--- src/design/bubble_pkg.sv ---
`default_nettype none

package bubble_pkg;

    ////////////////////////////////////////////////////////////
    // timing
    ////////////////////////////////////////////////////////////

    // blink half-period in MCLK cycles
    localparam int BLINK_HALF    = 16;
    // idle cycles between two sensor frames
    localparam int SAMPLE_GAP    = 64;
    localparam int FRAME_BITS    = 16;
    // each temp_clk period spans two MCLK cycles
    localparam int FRAME_CYCLES  = 2 * FRAME_BITS;
    localparam int PERIOD_CYCLES = FRAME_CYCLES + SAMPLE_GAP;
    // lowest reading bit inside the sensor frame
    localparam int TEMP_LSB      = 3;

    ////////////////////////////////////////////////////////////
    // types
    ////////////////////////////////////////////////////////////

    typedef logic [8:0]                          dip_t;
    // 1/16 degree units
    typedef logic signed [12:0]                  temp_t;
    typedef logic [$clog2(PERIOD_CYCLES)-1:0]    seq_cnt_t;
    typedef logic [$clog2(BLINK_HALF)-1:0]       blink_cnt_t;

    // 40 degrees
    localparam temp_t FAN_ON_TEMP = 13'sd640;
    // 5 degrees per delay_sel step
    localparam temp_t COLD_STEP   = 13'sd80;

    typedef struct packed {
        logic       bitwidth4;
        logic       timing_sel;
        logic       flash_type;
        logic       fan_allow;
        logic [1:0] delay_sel;
        logic [2:0] image_num;
    } settings_t;

    typedef enum logic [2:0] {
        MODE_RESET       = 3'd0,
        MODE_SELECT      = 3'd1,
        MODE_EMULATOR    = 3'd2,
        MODE_USB_STANDBY = 3'd3,
        MODE_ERR_BOARD   = 3'd4,
        MODE_ERR_USB     = 3'd5
    } mode_t;

    // all active high
    typedef struct packed {
        logic pwrok;
        logic standby;
        logic delaying;
    } led_t;

endpackage

`default_nettype wire

--- src/design/led_blinker.sv ---
`timescale 1ns/1ps
`default_nettype none

module led_blinker
(
    input  wire   MCLK,
    input  wire   MRST,
    input  wire   blink_en,
    output logic  blink
);

bubble_pkg::blink_cnt_t half_cnt;
logic                   half_done;

assign half_done = half_cnt == bubble_pkg::blink_cnt_t'(bubble_pkg::BLINK_HALF - 1);

////////////////////////////////////////////////////////////
// half-period divider
////////////////////////////////////////////////////////////

always_ff @(posedge MCLK)
begin
    if (MRST || !blink_en)
    begin
        half_cnt <= '0;
    end
    else if (half_done)
    begin
        half_cnt <= '0;
    end
    else
    begin
        half_cnt <= half_cnt + 1'b1;
    end
end

// phase rests high while stopped
always_ff @(posedge MCLK)
begin
    if (MRST || !blink_en)
        blink <= 1'b1;
    else if (half_done)
        blink <= ~blink;
end

endmodule

`default_nettype wire

--- src/design/temp_sense.sv ---
`timescale 1ns/1ps
`default_nettype none

module temp_sense
(
    input  wire                 MCLK,
    input  wire                 MRST,
    input  wire                 sense_en,

    // latched switch settings
    input  wire [1:0]           delay_sel,
    input  wire                 fan_allow,
    input  wire                 force_start,

    // TC77-style serial interface
    output logic                temp_cs,
    output logic                temp_clk,
    input  wire                 temp_sio,

    output bubble_pkg::temp_t   temp,
    output logic                temp_low,
    output logic                fan_en,
    output logic                delaying
);

bubble_pkg::seq_cnt_t               seq_cnt;
logic                               seq_last;
logic                               in_frame;
logic                               clk_rise;
logic                               frame_done;
logic [bubble_pkg::FRAME_BITS-1:0]  shift_q;
bubble_pkg::temp_t                  frame_temp;
bubble_pkg::temp_t                  cold_limit;

// position inside frame plus gap
assign seq_last   = seq_cnt == bubble_pkg::seq_cnt_t'(bubble_pkg::PERIOD_CYCLES - 1);
assign in_frame   = seq_cnt < bubble_pkg::seq_cnt_t'(bubble_pkg::FRAME_CYCLES);
// odd cycles of the frame raise temp_clk
assign clk_rise   = in_frame && seq_cnt[0];
assign frame_done = seq_cnt == bubble_pkg::seq_cnt_t'(bubble_pkg::FRAME_CYCLES);

////////////////////////////////////////////////////////////
// frame sequencer
////////////////////////////////////////////////////////////

always_ff @(posedge MCLK)
begin
    if (MRST || !sense_en)
    begin
        seq_cnt  <= '0;
        temp_cs  <= 1'b1;
        temp_clk <= 1'b0;
    end
    else
    begin
        if (seq_last)
            seq_cnt <= '0;
        else
            seq_cnt <= seq_cnt + 1'b1;

        temp_cs  <= !in_frame;
        temp_clk <= clk_rise;
    end
end

// sampled together with the temp_clk rise, msb first
always_ff @(posedge MCLK)
begin
    if (sense_en && clk_rise)
        shift_q <= {shift_q[bubble_pkg::FRAME_BITS-2:0], temp_sio};
end

////////////////////////////////////////////////////////////
// thresholds
////////////////////////////////////////////////////////////

// low three bits of the frame are status, not reading
assign frame_temp = bubble_pkg::temp_t'(shift_q[bubble_pkg::FRAME_BITS-1:bubble_pkg::TEMP_LSB]);

// 0, 5, 10 or 15 degrees
assign cold_limit = bubble_pkg::temp_t'(delay_sel) * bubble_pkg::COLD_STEP;

always_ff @(posedge MCLK)
begin
    if (MRST || !sense_en)
    begin
        temp_low <= 1'b0;
        fan_en   <= 1'b0;
    end
    else if (frame_done)
    begin
        temp_low <= frame_temp < cold_limit;
        fan_en   <= fan_allow && (frame_temp >= bubble_pkg::FAN_ON_TEMP);
    end
end

// last complete reading, updated as temp_cs rises
always_ff @(posedge MCLK)
begin
    if (sense_en && frame_done)
        temp <= frame_temp;
end

// startup is only delayed while nobody forces it
assign delaying = temp_low && !force_start;

endmodule

`default_nettype wire

--- src/design/startup_ctrl.sv ---
`timescale 1ns/1ps
`default_nettype none

module startup_ctrl
(
    input  wire                    MCLK,
    input  wire                    MRST,

    // power status
    input  wire                    usb_pwr,
    input  wire                    board_fault,

    // switches, active low
    input  wire bubble_pkg::dip_t  dip_sw,
    input  wire                    force_start,

    // from sensor reader and blinker
    input  wire                    temp_low,
    input  wire                    delaying,
    input  wire                    blink,

    output bubble_pkg::mode_t      mode,
    output bubble_pkg::settings_t  settings,
    output logic                   bubble_en,
    output logic                   usb_en,
    output logic                   sense_en,
    output logic                   blink_en,
    output bubble_pkg::led_t       leds
);

bubble_pkg::mode_t  state;
bubble_pkg::mode_t  state_next;
logic [1:0]         pwr_stat;
logic               in_emu;
logic               in_standby;
logic               in_error;

assign pwr_stat   = {usb_pwr, board_fault};
assign in_emu     = state == bubble_pkg::MODE_EMULATOR;
assign in_standby = state == bubble_pkg::MODE_USB_STANDBY;
assign in_error   = (state == bubble_pkg::MODE_ERR_BOARD) ||
                    (state == bubble_pkg::MODE_ERR_USB);

////////////////////////////////////////////////////////////
// mode state machine
////////////////////////////////////////////////////////////

always_comb
begin
    state_next = state;
    case (state)
        bubble_pkg::MODE_RESET:
            state_next = bubble_pkg::MODE_SELECT;

        bubble_pkg::MODE_SELECT:
            case (pwr_stat)
                2'b00:   state_next = bubble_pkg::MODE_EMULATOR;
                2'b01:   state_next = bubble_pkg::MODE_ERR_BOARD;
                2'b10:   state_next = bubble_pkg::MODE_ERR_USB;
                default: state_next = bubble_pkg::MODE_USB_STANDBY;
            endcase

        // only a reset leaves emulation
        bubble_pkg::MODE_EMULATOR:
            state_next = bubble_pkg::MODE_EMULATOR;

        // standby and errors hold only while their combination holds
        bubble_pkg::MODE_USB_STANDBY:
            if (pwr_stat != 2'b11)
                state_next = bubble_pkg::MODE_RESET;

        bubble_pkg::MODE_ERR_BOARD:
            if (pwr_stat != 2'b01)
                state_next = bubble_pkg::MODE_RESET;

        bubble_pkg::MODE_ERR_USB:
            if (pwr_stat != 2'b10)
                state_next = bubble_pkg::MODE_RESET;

        default:
            state_next = bubble_pkg::MODE_RESET;
    endcase
end

always_ff @(posedge MCLK)
begin
    if (MRST)
        state <= bubble_pkg::MODE_RESET;
    else
        state <= state_next;
end

// switches sampled on every pass through reset
always_ff @(posedge MCLK)
begin
    if (MRST || state == bubble_pkg::MODE_RESET)
        settings <= bubble_pkg::settings_t'(~dip_sw);
end

////////////////////////////////////////////////////////////
// registered enables and leds
////////////////////////////////////////////////////////////

always_ff @(posedge MCLK)
begin
    if (MRST)
    begin
        mode      <= bubble_pkg::MODE_RESET;
        bubble_en <= 1'b0;
        usb_en    <= 1'b0;
        sense_en  <= 1'b0;
        blink_en  <= 1'b0;
        leds      <= '0;
    end
    else
    begin
        mode      <= state;
        // cold start held off unless forced
        bubble_en <= in_emu && (!temp_low || force_start);
        usb_en    <= in_standby;
        sense_en  <= in_emu;
        blink_en  <= in_standby || in_error;

        leds.pwrok    <= in_emu || ((in_standby || in_error) && blink);
        leds.standby  <= in_standby && blink;
        leds.delaying <= in_emu && delaying;
    end
end

endmodule

`default_nettype wire

--- src/design/bubble_supervisor_top.sv ---
`timescale 1ns/1ps
`default_nettype none

module bubble_supervisor_top
(
    input  wire                    MCLK,
    input  wire                    MRST,

    // power status
    input  wire                    usb_pwr,
    input  wire                    board_fault,

    // front panel
    input  wire bubble_pkg::dip_t  dip_sw,
    input  wire                    force_start,

    // temperature sensor
    input  wire                    temp_sio,
    output logic                   temp_cs,
    output logic                   temp_clk,

    output bubble_pkg::mode_t      mode,
    output bubble_pkg::settings_t  settings,
    output logic                   bubble_en,
    output logic                   usb_en,
    output bubble_pkg::led_t       leds,
    output logic                   temp_low,
    output logic                   fan_en
);

logic               sense_en;
logic               blink_en;
logic               blink;
logic               delaying;

////////////////////////////////////////////////////////////
// control
////////////////////////////////////////////////////////////

startup_ctrl u_startup_ctrl
(
    .MCLK        (MCLK),
    .MRST        (MRST),
    .usb_pwr     (usb_pwr),
    .board_fault (board_fault),
    .dip_sw      (dip_sw),
    .force_start (force_start),
    .temp_low    (temp_low),
    .delaying    (delaying),
    .blink       (blink),
    .mode        (mode),
    .settings    (settings),
    .bubble_en   (bubble_en),
    .usb_en      (usb_en),
    .sense_en    (sense_en),
    .blink_en    (blink_en),
    .leds        (leds)
);

////////////////////////////////////////////////////////////
// datapath blocks
////////////////////////////////////////////////////////////

temp_sense u_temp_sense
(
    .MCLK        (MCLK),
    .MRST        (MRST),
    .sense_en    (sense_en),
    .delay_sel   (settings.delay_sel),
    .fan_allow   (settings.fan_allow),
    .force_start (force_start),
    .temp_cs     (temp_cs),
    .temp_clk    (temp_clk),
    .temp_sio    (temp_sio),
    .temp        (),
    .temp_low    (temp_low),
    .fan_en      (fan_en),
    .delaying    (delaying)
);

led_blinker u_led_blinker
(
    .MCLK        (MCLK),
    .MRST        (MRST),
    .blink_en    (blink_en),
    .blink       (blink)
);

endmodule

`default_nettype wire

--- config.mk ---
export PLATFORM = sky130hd
export DESIGN_NAME = bubble_supervisor_top
export DESIGN_NICKNAME = d
export VERILOG_FILES = /design/src/design/bubble_pkg.sv /design/src/design/led_blinker.sv /design/src/design/temp_sense.sv /design/src/design/startup_ctrl.sv /design/src/design/bubble_supervisor_top.sv
export SDC_FILE = /design/constraint.sdc
export NUM_CORES = 1
export LEC_CHECK = 0
export BUFFER_PORTS_ARGS = -buffer_cell sky130_fd_sc_hd__buf_2
export CAP_MARGIN = 20
export CORE_AREA = 2 2 86 47
export CTS_BUF_LIST = sky130_fd_sc_hd__clkbuf_4
export DETAILED_ROUTE_END_ITERATION = 16
export DIE_AREA = 0 0 88 49
export PLACE_DENSITY = 0.82
export SLEW_MARGIN = 40
export SYNTH_ARGS = -nofsm -noshare
export SYNTH_HDL_FRONTEND = slang
export SYNTH_SLANG_ARGS = --single-unit
--- constraint.sdc ---
create_clock -name MCLK -period 2.1 [get_ports MCLK]
set_clock_uncertainty 0.1 [all_clocks]
set_input_delay 0.21 -clock MCLK [delete_from_list [all_inputs] [get_ports MCLK]]
set_output_delay 0.21 -clock MCLK [all_outputs]
set_load 0.01 [all_outputs]
==> results of run 1 <==
[stage by stage]
stage	worst slack (ns)	util (%)
2_1_floorplan	0.651	-
6_report	0.559	67.2
3_5_place_dp	0.594	62.4
3_3_place_gp	0.617	62.4
4_1_cts	0.564	67.2
5_1_grt	0.403	67.2
[cell families after synthesis]
kind of cell / synth area share (%)
fa+ha+maj: 6.19
buf+inv: 3.90
xor+xnor: 3.03
mux: 0.495
simple gates: 14.7
flops: 65.8
compound gates: 5.88
[how the worst min path moves through the flow]
stage | startpoint | endpoint | slack [ns] | cells past startpoint
floorplan | temp_sio | u_temp_sense.shift_q[0]$_DFFE_PP_ | 0.21 | 0
global placement | temp_sio | u_temp_sense.shift_q[0]$_DFFE_PP_ | 0.29 | 1
detailed placement | temp_sio | u_temp_sense.shift_q[0]$_DFFE_PP_ | 0.29 | 1
CTS | MRST | u_startup_ctrl.blink_en$_SDFF_PP0_ | 0.03 | 2
global route | MRST | u_startup_ctrl.state[0]$_SDFFE_PP0P_ | 0.04 | 2
finish | MRST | u_startup_ctrl.state[0]$_SDFFE_PP0P_ | 0.04 | 2
[Yosys cell counts]
library cell / number / share of area [%]
and3_2: 1 / 0.37
xor2_1: 5 / 2.2
buf_4: 1 / 0.37
mux2i_1: 1 / 0.50
nand2b_1: 3 / 0.93
o21ai_0: 8 / 2.0
nor4b_2: 1 / 0.74
edfxtp_1: 25 / 37
nand3_1: 4 / 0.99
and2b_1: 1 / 0.37
a211oi_1: 1 / 0.37
nand4_1: 1 / 0.31
dfxtp_1: 29 / 29
o21a_1: 1 / 0.37
nor2_1: 17 / 3.2
ha_1: 10 / 6.2
nor3_1: 2 / 0.50
a31o_2: 1 / 0.43
xnor2_1: 2 / 0.87
nor2b_1: 8 / 2.5
inv_1: 18 / 3.3
nand2_1: 9 / 1.7
nand3b_1: 1 / 0.37
a21o_1: 1 / 0.37
o311a_1: 1 / 0.50
and3_1: 6 / 1.9
and2_1: 3 / 0.93
clkbuf_1: 1 / 0.19
a21oi_1: 6 / 1.5
a21boi_0: 1 / 0.37
[registers in the layout, summed over array words and instances (netlist names)]
signal                    count
u_startup_ctrl.state          3
u_startup_ctrl.blink_en       1
u_temp_sense.temp_clk         1
u_led_blinker.blink           1
u_startup_ctrl.sense_en       1
u_startup_ctrl.bubble_en      1
u_temp_sense.temp_cs          1
u_temp_sense.shift_q         16
u_temp_sense.temp_low         1
u_startup_ctrl.settings       9
u_led_blinker.half_cnt        4
u_startup_ctrl.usb_en         1
u_startup_ctrl.leds           3
u_startup_ctrl.mode           3
u_temp_sense.seq_cnt          7
u_temp_sense.fan_en           1
[worst max-delay path: cells and delay by family, from the launching register on]
kind,cells,cell delay [ns]
compound gates,1,0.43
fa+ha+maj,1,0.23
simple gates,2,0.27
flops,1,0.41
[power by group]
part	internal, mW	switching (mW)
clock	0.137	0.326
sequential	1.14	0.0207
combinational	0.0729	0.0840
total	1.35	0.431
[metal layers]
layer / vias to the layer above / GRT usage [%] / share of wire (%) / routed length [um]
met4: 0 / 5.13 / 1.0 / 34
met1: 597 / 25.0 / 50 / 1710
li1: 674 / - / - / -
met2: 34 / 24.7 / 42 / 1430
met5: - / 0 / 0 / 0
met3: 6 / 7.61 / 6.7 / 228
[repair_timing]
action	CTS	global route
hold buffers	11	0
endpoints found under the hold margin	11	0
gates resized for setup	0	0
[area by class of cell]
class | instances | share of cell area [%]
sequential | 54 | 54.7
tap | 54 | 2.78
inverter | 18 | 2.78
clock buffer | 5 | 1.54
clock inverter | 3 | 1.03
multi-input combinational | 95 | 25.1
timing repair buffer | 47 | 12.0
==> results.sh, run 1 <==
export IMPL_tns_ns=0
export IMPL_routed_via_density=4.75
export IMPL_placed_cells=257
export IMPL_io_buffer_count=35
export IMPL_synthCells=169
export IMPL_cts_root_buf="clkbuf_4"
export IMPL_overflow=0
export IMPL_numCtsBuffers=5
export IMPL_clock_latency_ns=0.37
export IMPL_synth_area_per_cell_um2=12.0
export IMPL_via_count=1311
export IMPL_crit_required_ns=2.25
export IMPL_design_core_area_um2=3620
export IMPL_antennaDiodeCount=0
export IMPL_drc_errors=0
export IMPL_dpl_cell_area_um2=2260
export IMPL_multi_input_area_um2=612
export IMPL_postCtsSetupBuffers=0
export IMPL_max_cap_violations=0
export IMPL_end_kind="register"
export IMPL_power_total_mw=1.78
export IMPL_finalCritPeriodShare_pct=73.4
export IMPL_grt_pass1_wl_mm=5.71
export IMPL_layout_drive_gt1_share_pct=21.2
export IMPL_pin_count=36
export IMPL_syn_nets=194
export IMPL_final_common_cell="buf_2"
export IMPL_routed_wl_mm=3.41
export IMPL_die_x_um=88
export IMPL_finalNetCount=246
export IMPL_vdd_ir_drop_max_uv=470
export IMPL_endpoint="u_temp_sense.seq_cnt[5]$_SDFF_PP0_"
export IMPL_final_area_um2=2430
export IMPL_layout_common_cells="buf_2, dfxtp_1, edfxtp_1"
export IMPL_stdcell_count=276
export IMPL_final_max_slew_violation_count=0
export IMPL_ys_seq_area_share_pct=65.8
export IMPL_firstDrtPassIters=4
export IMPL_leakagePower_nw=1.06
export IMPL_regArea_um2=1330
export IMPL_grt_use_total_pct=17.7
export IMPL_fmaxAchievable_ghz=0.649
export IMPL_yosys_warnings=0
export IMPL_synthesis_area_um2=2020
export IMPL_cp_max_fo=5
export IMPL_hold_path_class="input port to register"
export IMPL_routabilityCongestion=0.834
export IMPL_nFillCells=254
export IMPL_antenna_found_initial=0
export IMPL_run_status="finished clean"
export IMPL_crit_arrival_ns=1.70
export IMPL_clock_sinks=54
export IMPL_die_h_um=49
export IMPL_yosysUniqueCellTypes=30
export IMPL_rows=16
export IMPL_path_class="register to register"
export IMPL_hpwl_mm=2.35
export IMPL_rsz0062_at_grt="false"
export IMPL_avgRoutedWirePerCell_um=12.3
export IMPL_hold_violations=0
export IMPL_cp_startpoint="u_temp_sense.seq_cnt[0]$_SDFF_PP0_"
export IMPL_ys_ff_latch=54
export IMPL_powerDensity_nw_per_um2=731
export IMPL_syn2layout_area_growth_pct=20.4
export IMPL_cts_tree="done"
export IMPL_hold_ws_ns=0.0421
export IMPL_grt_max_degree=19
export IMPL_htree_num_levels=2
export IMPL_initial_core_util_pct=55.8
export IMPL_reg2reg_depth=4
export IMPL_cp_cell_sequence="ha_1 -> nand4_1 -> o21ai_0 -> nor2_1"
export IMPL_path_clk_slew_ns=0.15
export IMPL_worst_slew_pin_slew_ns=0.459
export IMPL_max_stage_delay_ns=0.43
export IMPL_dieArea_um2=4310
export IMPL_final_setup_viol_count=0
export IMPL_first_global_vias=1264
export IMPL_fin_crit_ns=1.54
export IMPL_worstReg2RegEnd="u_temp_sense.seq_cnt[5]$_SDFF_PP0_"
export IMPL_cpMaxStageDelayCell="o21ai_0"
export IMPL_worstReg2RegStart="u_temp_sense.seq_cnt[0]$_SDFF_PP0_"
export IMPL_drtAntennaViolNets=0
export IMPL_maxSlewHeadroom_pct=69.1
export IMPL_drtIter0Drc=46
export IMPL_cp_start_kind="register"
export IMPL_cts_buffer_depth=2
export IMPL_r2r_setup_slack_ns=0.56
Note: power is estimated with default switching activity, not from simulation.
==> inputs of run 2 (changes only) <==
Settings changed: CORE_AREA 2 2 86 47 to 2 2 93 50, DIE_AREA 0 0 88 49 to 0 0 95 52, PLACE_DENSITY 0.82 to 0.75.
Clock period 2.1 ns to 1.3 ns, I/O delays scaled along.
==> results.sh, run 2 (same netlist as run 1, synthesis figures left out) <==
export IMPL_run_status="finished, violations left"
export IMPL_violations="negative setup slack"
export IMPL_drc_errors=0
export IMPL_cts_buffer_depth=2
export IMPL_pin_count=36
export IMPL_hold_violations=0
export IMPL_wl_met2_mm=1.53
export IMPL_final_area_um2=2640
export IMPL_postCtsSetupBuffers=0
export IMPL_fmaxAchievable_ghz=0.686
export IMPL_die_x_um=95
export IMPL_antenna_found_initial=0
export IMPL_max_cap_violations=0
export IMPL_grt_max_degree=20
export IMPL_cts_root_buf="clkbuf_4"
export IMPL_largest_register_ffs=16
export IMPL_finalNetCount=260
export IMPL_r2r_setup_slack_ns=-0.16
export IMPL_reg2reg_depth=5
export IMPL_grt_use_total_pct=16.6
export IMPL_firstDrtPassIters=4
export IMPL_fin_ws_ns=-0.158
export IMPL_path_class="register to register"
export IMPL_layout_drive_gt1_share_pct=33.1
export IMPL_end_kind="register"
export IMPL_routabilityCongestion=0.794
export IMPL_dp_worst_setup_slack_ns=-0.148
export IMPL_antennaDiodeCount=0
export IMPL_rows=17
export IMPL_design_core_area_um2=4190
export IMPL_cp_startpoint="u_temp_sense.shift_q[9]$_DFFE_PP_"
export IMPL_fin_crit_ns=1.46
export IMPL_drtAntennaViolNets=0
export IMPL_cp_max_fo=2
export IMPL_first_global_vias=1310
export IMPL_routed_wl_mm=3.59
export IMPL_dpl_cell_area_um2=2380
export IMPL_powerDensity_nw_per_um2=1120
export IMPL_maxSlewHeadroom_pct=83.9
export IMPL_final_max_slew_violation_count=0
export IMPL_avgRoutedWirePerCell_um=12.2
export IMPL_initial_core_util_pct=48.3
export IMPL_worstReg2RegEnd="u_temp_sense.temp_low$_SDFFE_PP0P_"
export IMPL_layout_common_cells="buf_2, edfxtp_1, dfxtp_1"
export IMPL_via_count=1370
export IMPL_clock_sinks=54
export IMPL_dr_max_layer_used="met4"
export IMPL_multi_input_area_um2=671
export IMPL_route_met3_wl_um=123
export IMPL_regArea_um2=1340
export IMPL_placed_cells=273
export IMPL_wl_met1_mm=1.85
export IMPL_hold_depth=5
export IMPL_rsz0062_at_grt="true"
export IMPL_worst_slew_pin_slew_ns=0.240
export IMPL_final_common_cell="buf_2"
export IMPL_endpoint="u_temp_sense.temp_low$_SDFFE_PP0P_"
export IMPL_vdd_ir_drop_max_uv=742
export IMPL_finalCritPeriodShare_pct=112
export IMPL_numCtsBuffers=5
export IMPL_top_regs="u_temp_sense.shift_q: 16 flops, u_startup_ctrl.settings: 9 flops, u_temp_sense.seq_cnt: 7 flops"
export IMPL_htree_num_levels=2
export IMPL_stdcell_count=293
export IMPL_syn2layout_area_growth_pct=30.7
export IMPL_final_setup_viol_count=1
export IMPL_hpwl_mm=2.54
export IMPL_cts_tree="done"
export IMPL_worstReg2RegStart="u_temp_sense.shift_q[9]$_DFFE_PP_"
export IMPL_cp_start_kind="register"
export IMPL_crit_required_ns=1.49
export IMPL_grt_pass1_wl_mm=6.02
export IMPL_clock_latency_ns=0.38
export IMPL_power_total_mw=2.97
export IMPL_io_buffer_count=35
export IMPL_hold_path_class="input port to register"
export IMPL_path_clk_slew_ns=0.16
export IMPL_overflow=0
export IMPL_routed_via_density=4.68
export IMPL_die_h_um=52
export IMPL_dieArea_um2=4940
export IMPL_crit_arrival_ns=1.65
export IMPL_leakagePower_nw=1.16
export IMPL_largest_register="u_temp_sense.shift_q"
export IMPL_nFillCells=315
export IMPL_drtIter0Drc=45
## run 2: cell type report
| cell class | count | share of cell area, % |
|---|---|---|
| Inverter | 18 | 2.56 |
| Multi-Input combinational cell | 95 | 25.4 |
| Sequential cell | 54 | 50.7 |
| Tap cell | 57 | 2.70 |
| Timing Repair Buffer | 61 | 16.3 |
| Clock inverter | 3 | 0.994 |
| Clock buffer | 5 | 1.42 |
## run 2: repair_timing
item / 4_1_cts / 5_1_grt
gates resized for setup: 13 / 11
pin swaps: 7 / 4
endpoints found under the setup margin: 18 / 27
hold buffers: 12 / 0
hold endpoints to repair: 19 / 0
## run 2: stage by stage
| step | setup TNS, ns | hold slack, ns | utilization (%) |
|---|---|---|---|
| 2_1_floorplan | -0.117 | 0.129 | - |
| 3_5_place_dp | -0.767 | 0.209 | 56.7 |
| 5_1_grt | -0.514 | 0.191 | 63.1 |
| 4_1_cts | -0.164 | 0.160 | 62.5 |
| 6_report | -0.158 | 0.163 | 63.1 |
| 3_3_place_gp | -0.255 | 0.211 | 56.7 |
## run 2: how the worst min path moves through the flow
stage | startpoint | slack (ns) | to
finish | board_fault | 0.16 | u_startup_ctrl.state[0]$_SDFFE_PP0P_
global route | board_fault | 0.19 | u_startup_ctrl.state[2]$_SDFFE_PP0P_
CTS | board_fault | 0.16 | u_startup_ctrl.state[0]$_SDFFE_PP0P_
detailed placement | temp_sio | 0.21 | u_temp_sense.shift_q[0]$_DFFE_PP_
global placement | temp_sio | 0.21 | u_temp_sense.shift_q[0]$_DFFE_PP_
floorplan | temp_sio | 0.13 | u_temp_sense.shift_q[0]$_DFFE_PP_
## run 2: power by group
group          switching [mW]  leakage, nW  internal [mW]
Combinational           0.151        0.647          0.156
Sequential             0.0304        0.473           1.84
Clock                   0.560       0.0366          0.234
Total                   0.742         1.16           2.23
## run 2: critical path, cell delays in order, from the launching register on
cell and delay, ns:
edfxtp_1 0.43, ha_1 0.31, nand2_1 0.05, o21ai_1 0.12, a21oi_1 0.08, o311a_1 0.28
## run 2: layer usage
metal	track usage, %	vias up
li1	-	701
met4	9.18	0
met5	0	-
met3	4.49	10
met1	22.7	623
met2	24.2	36
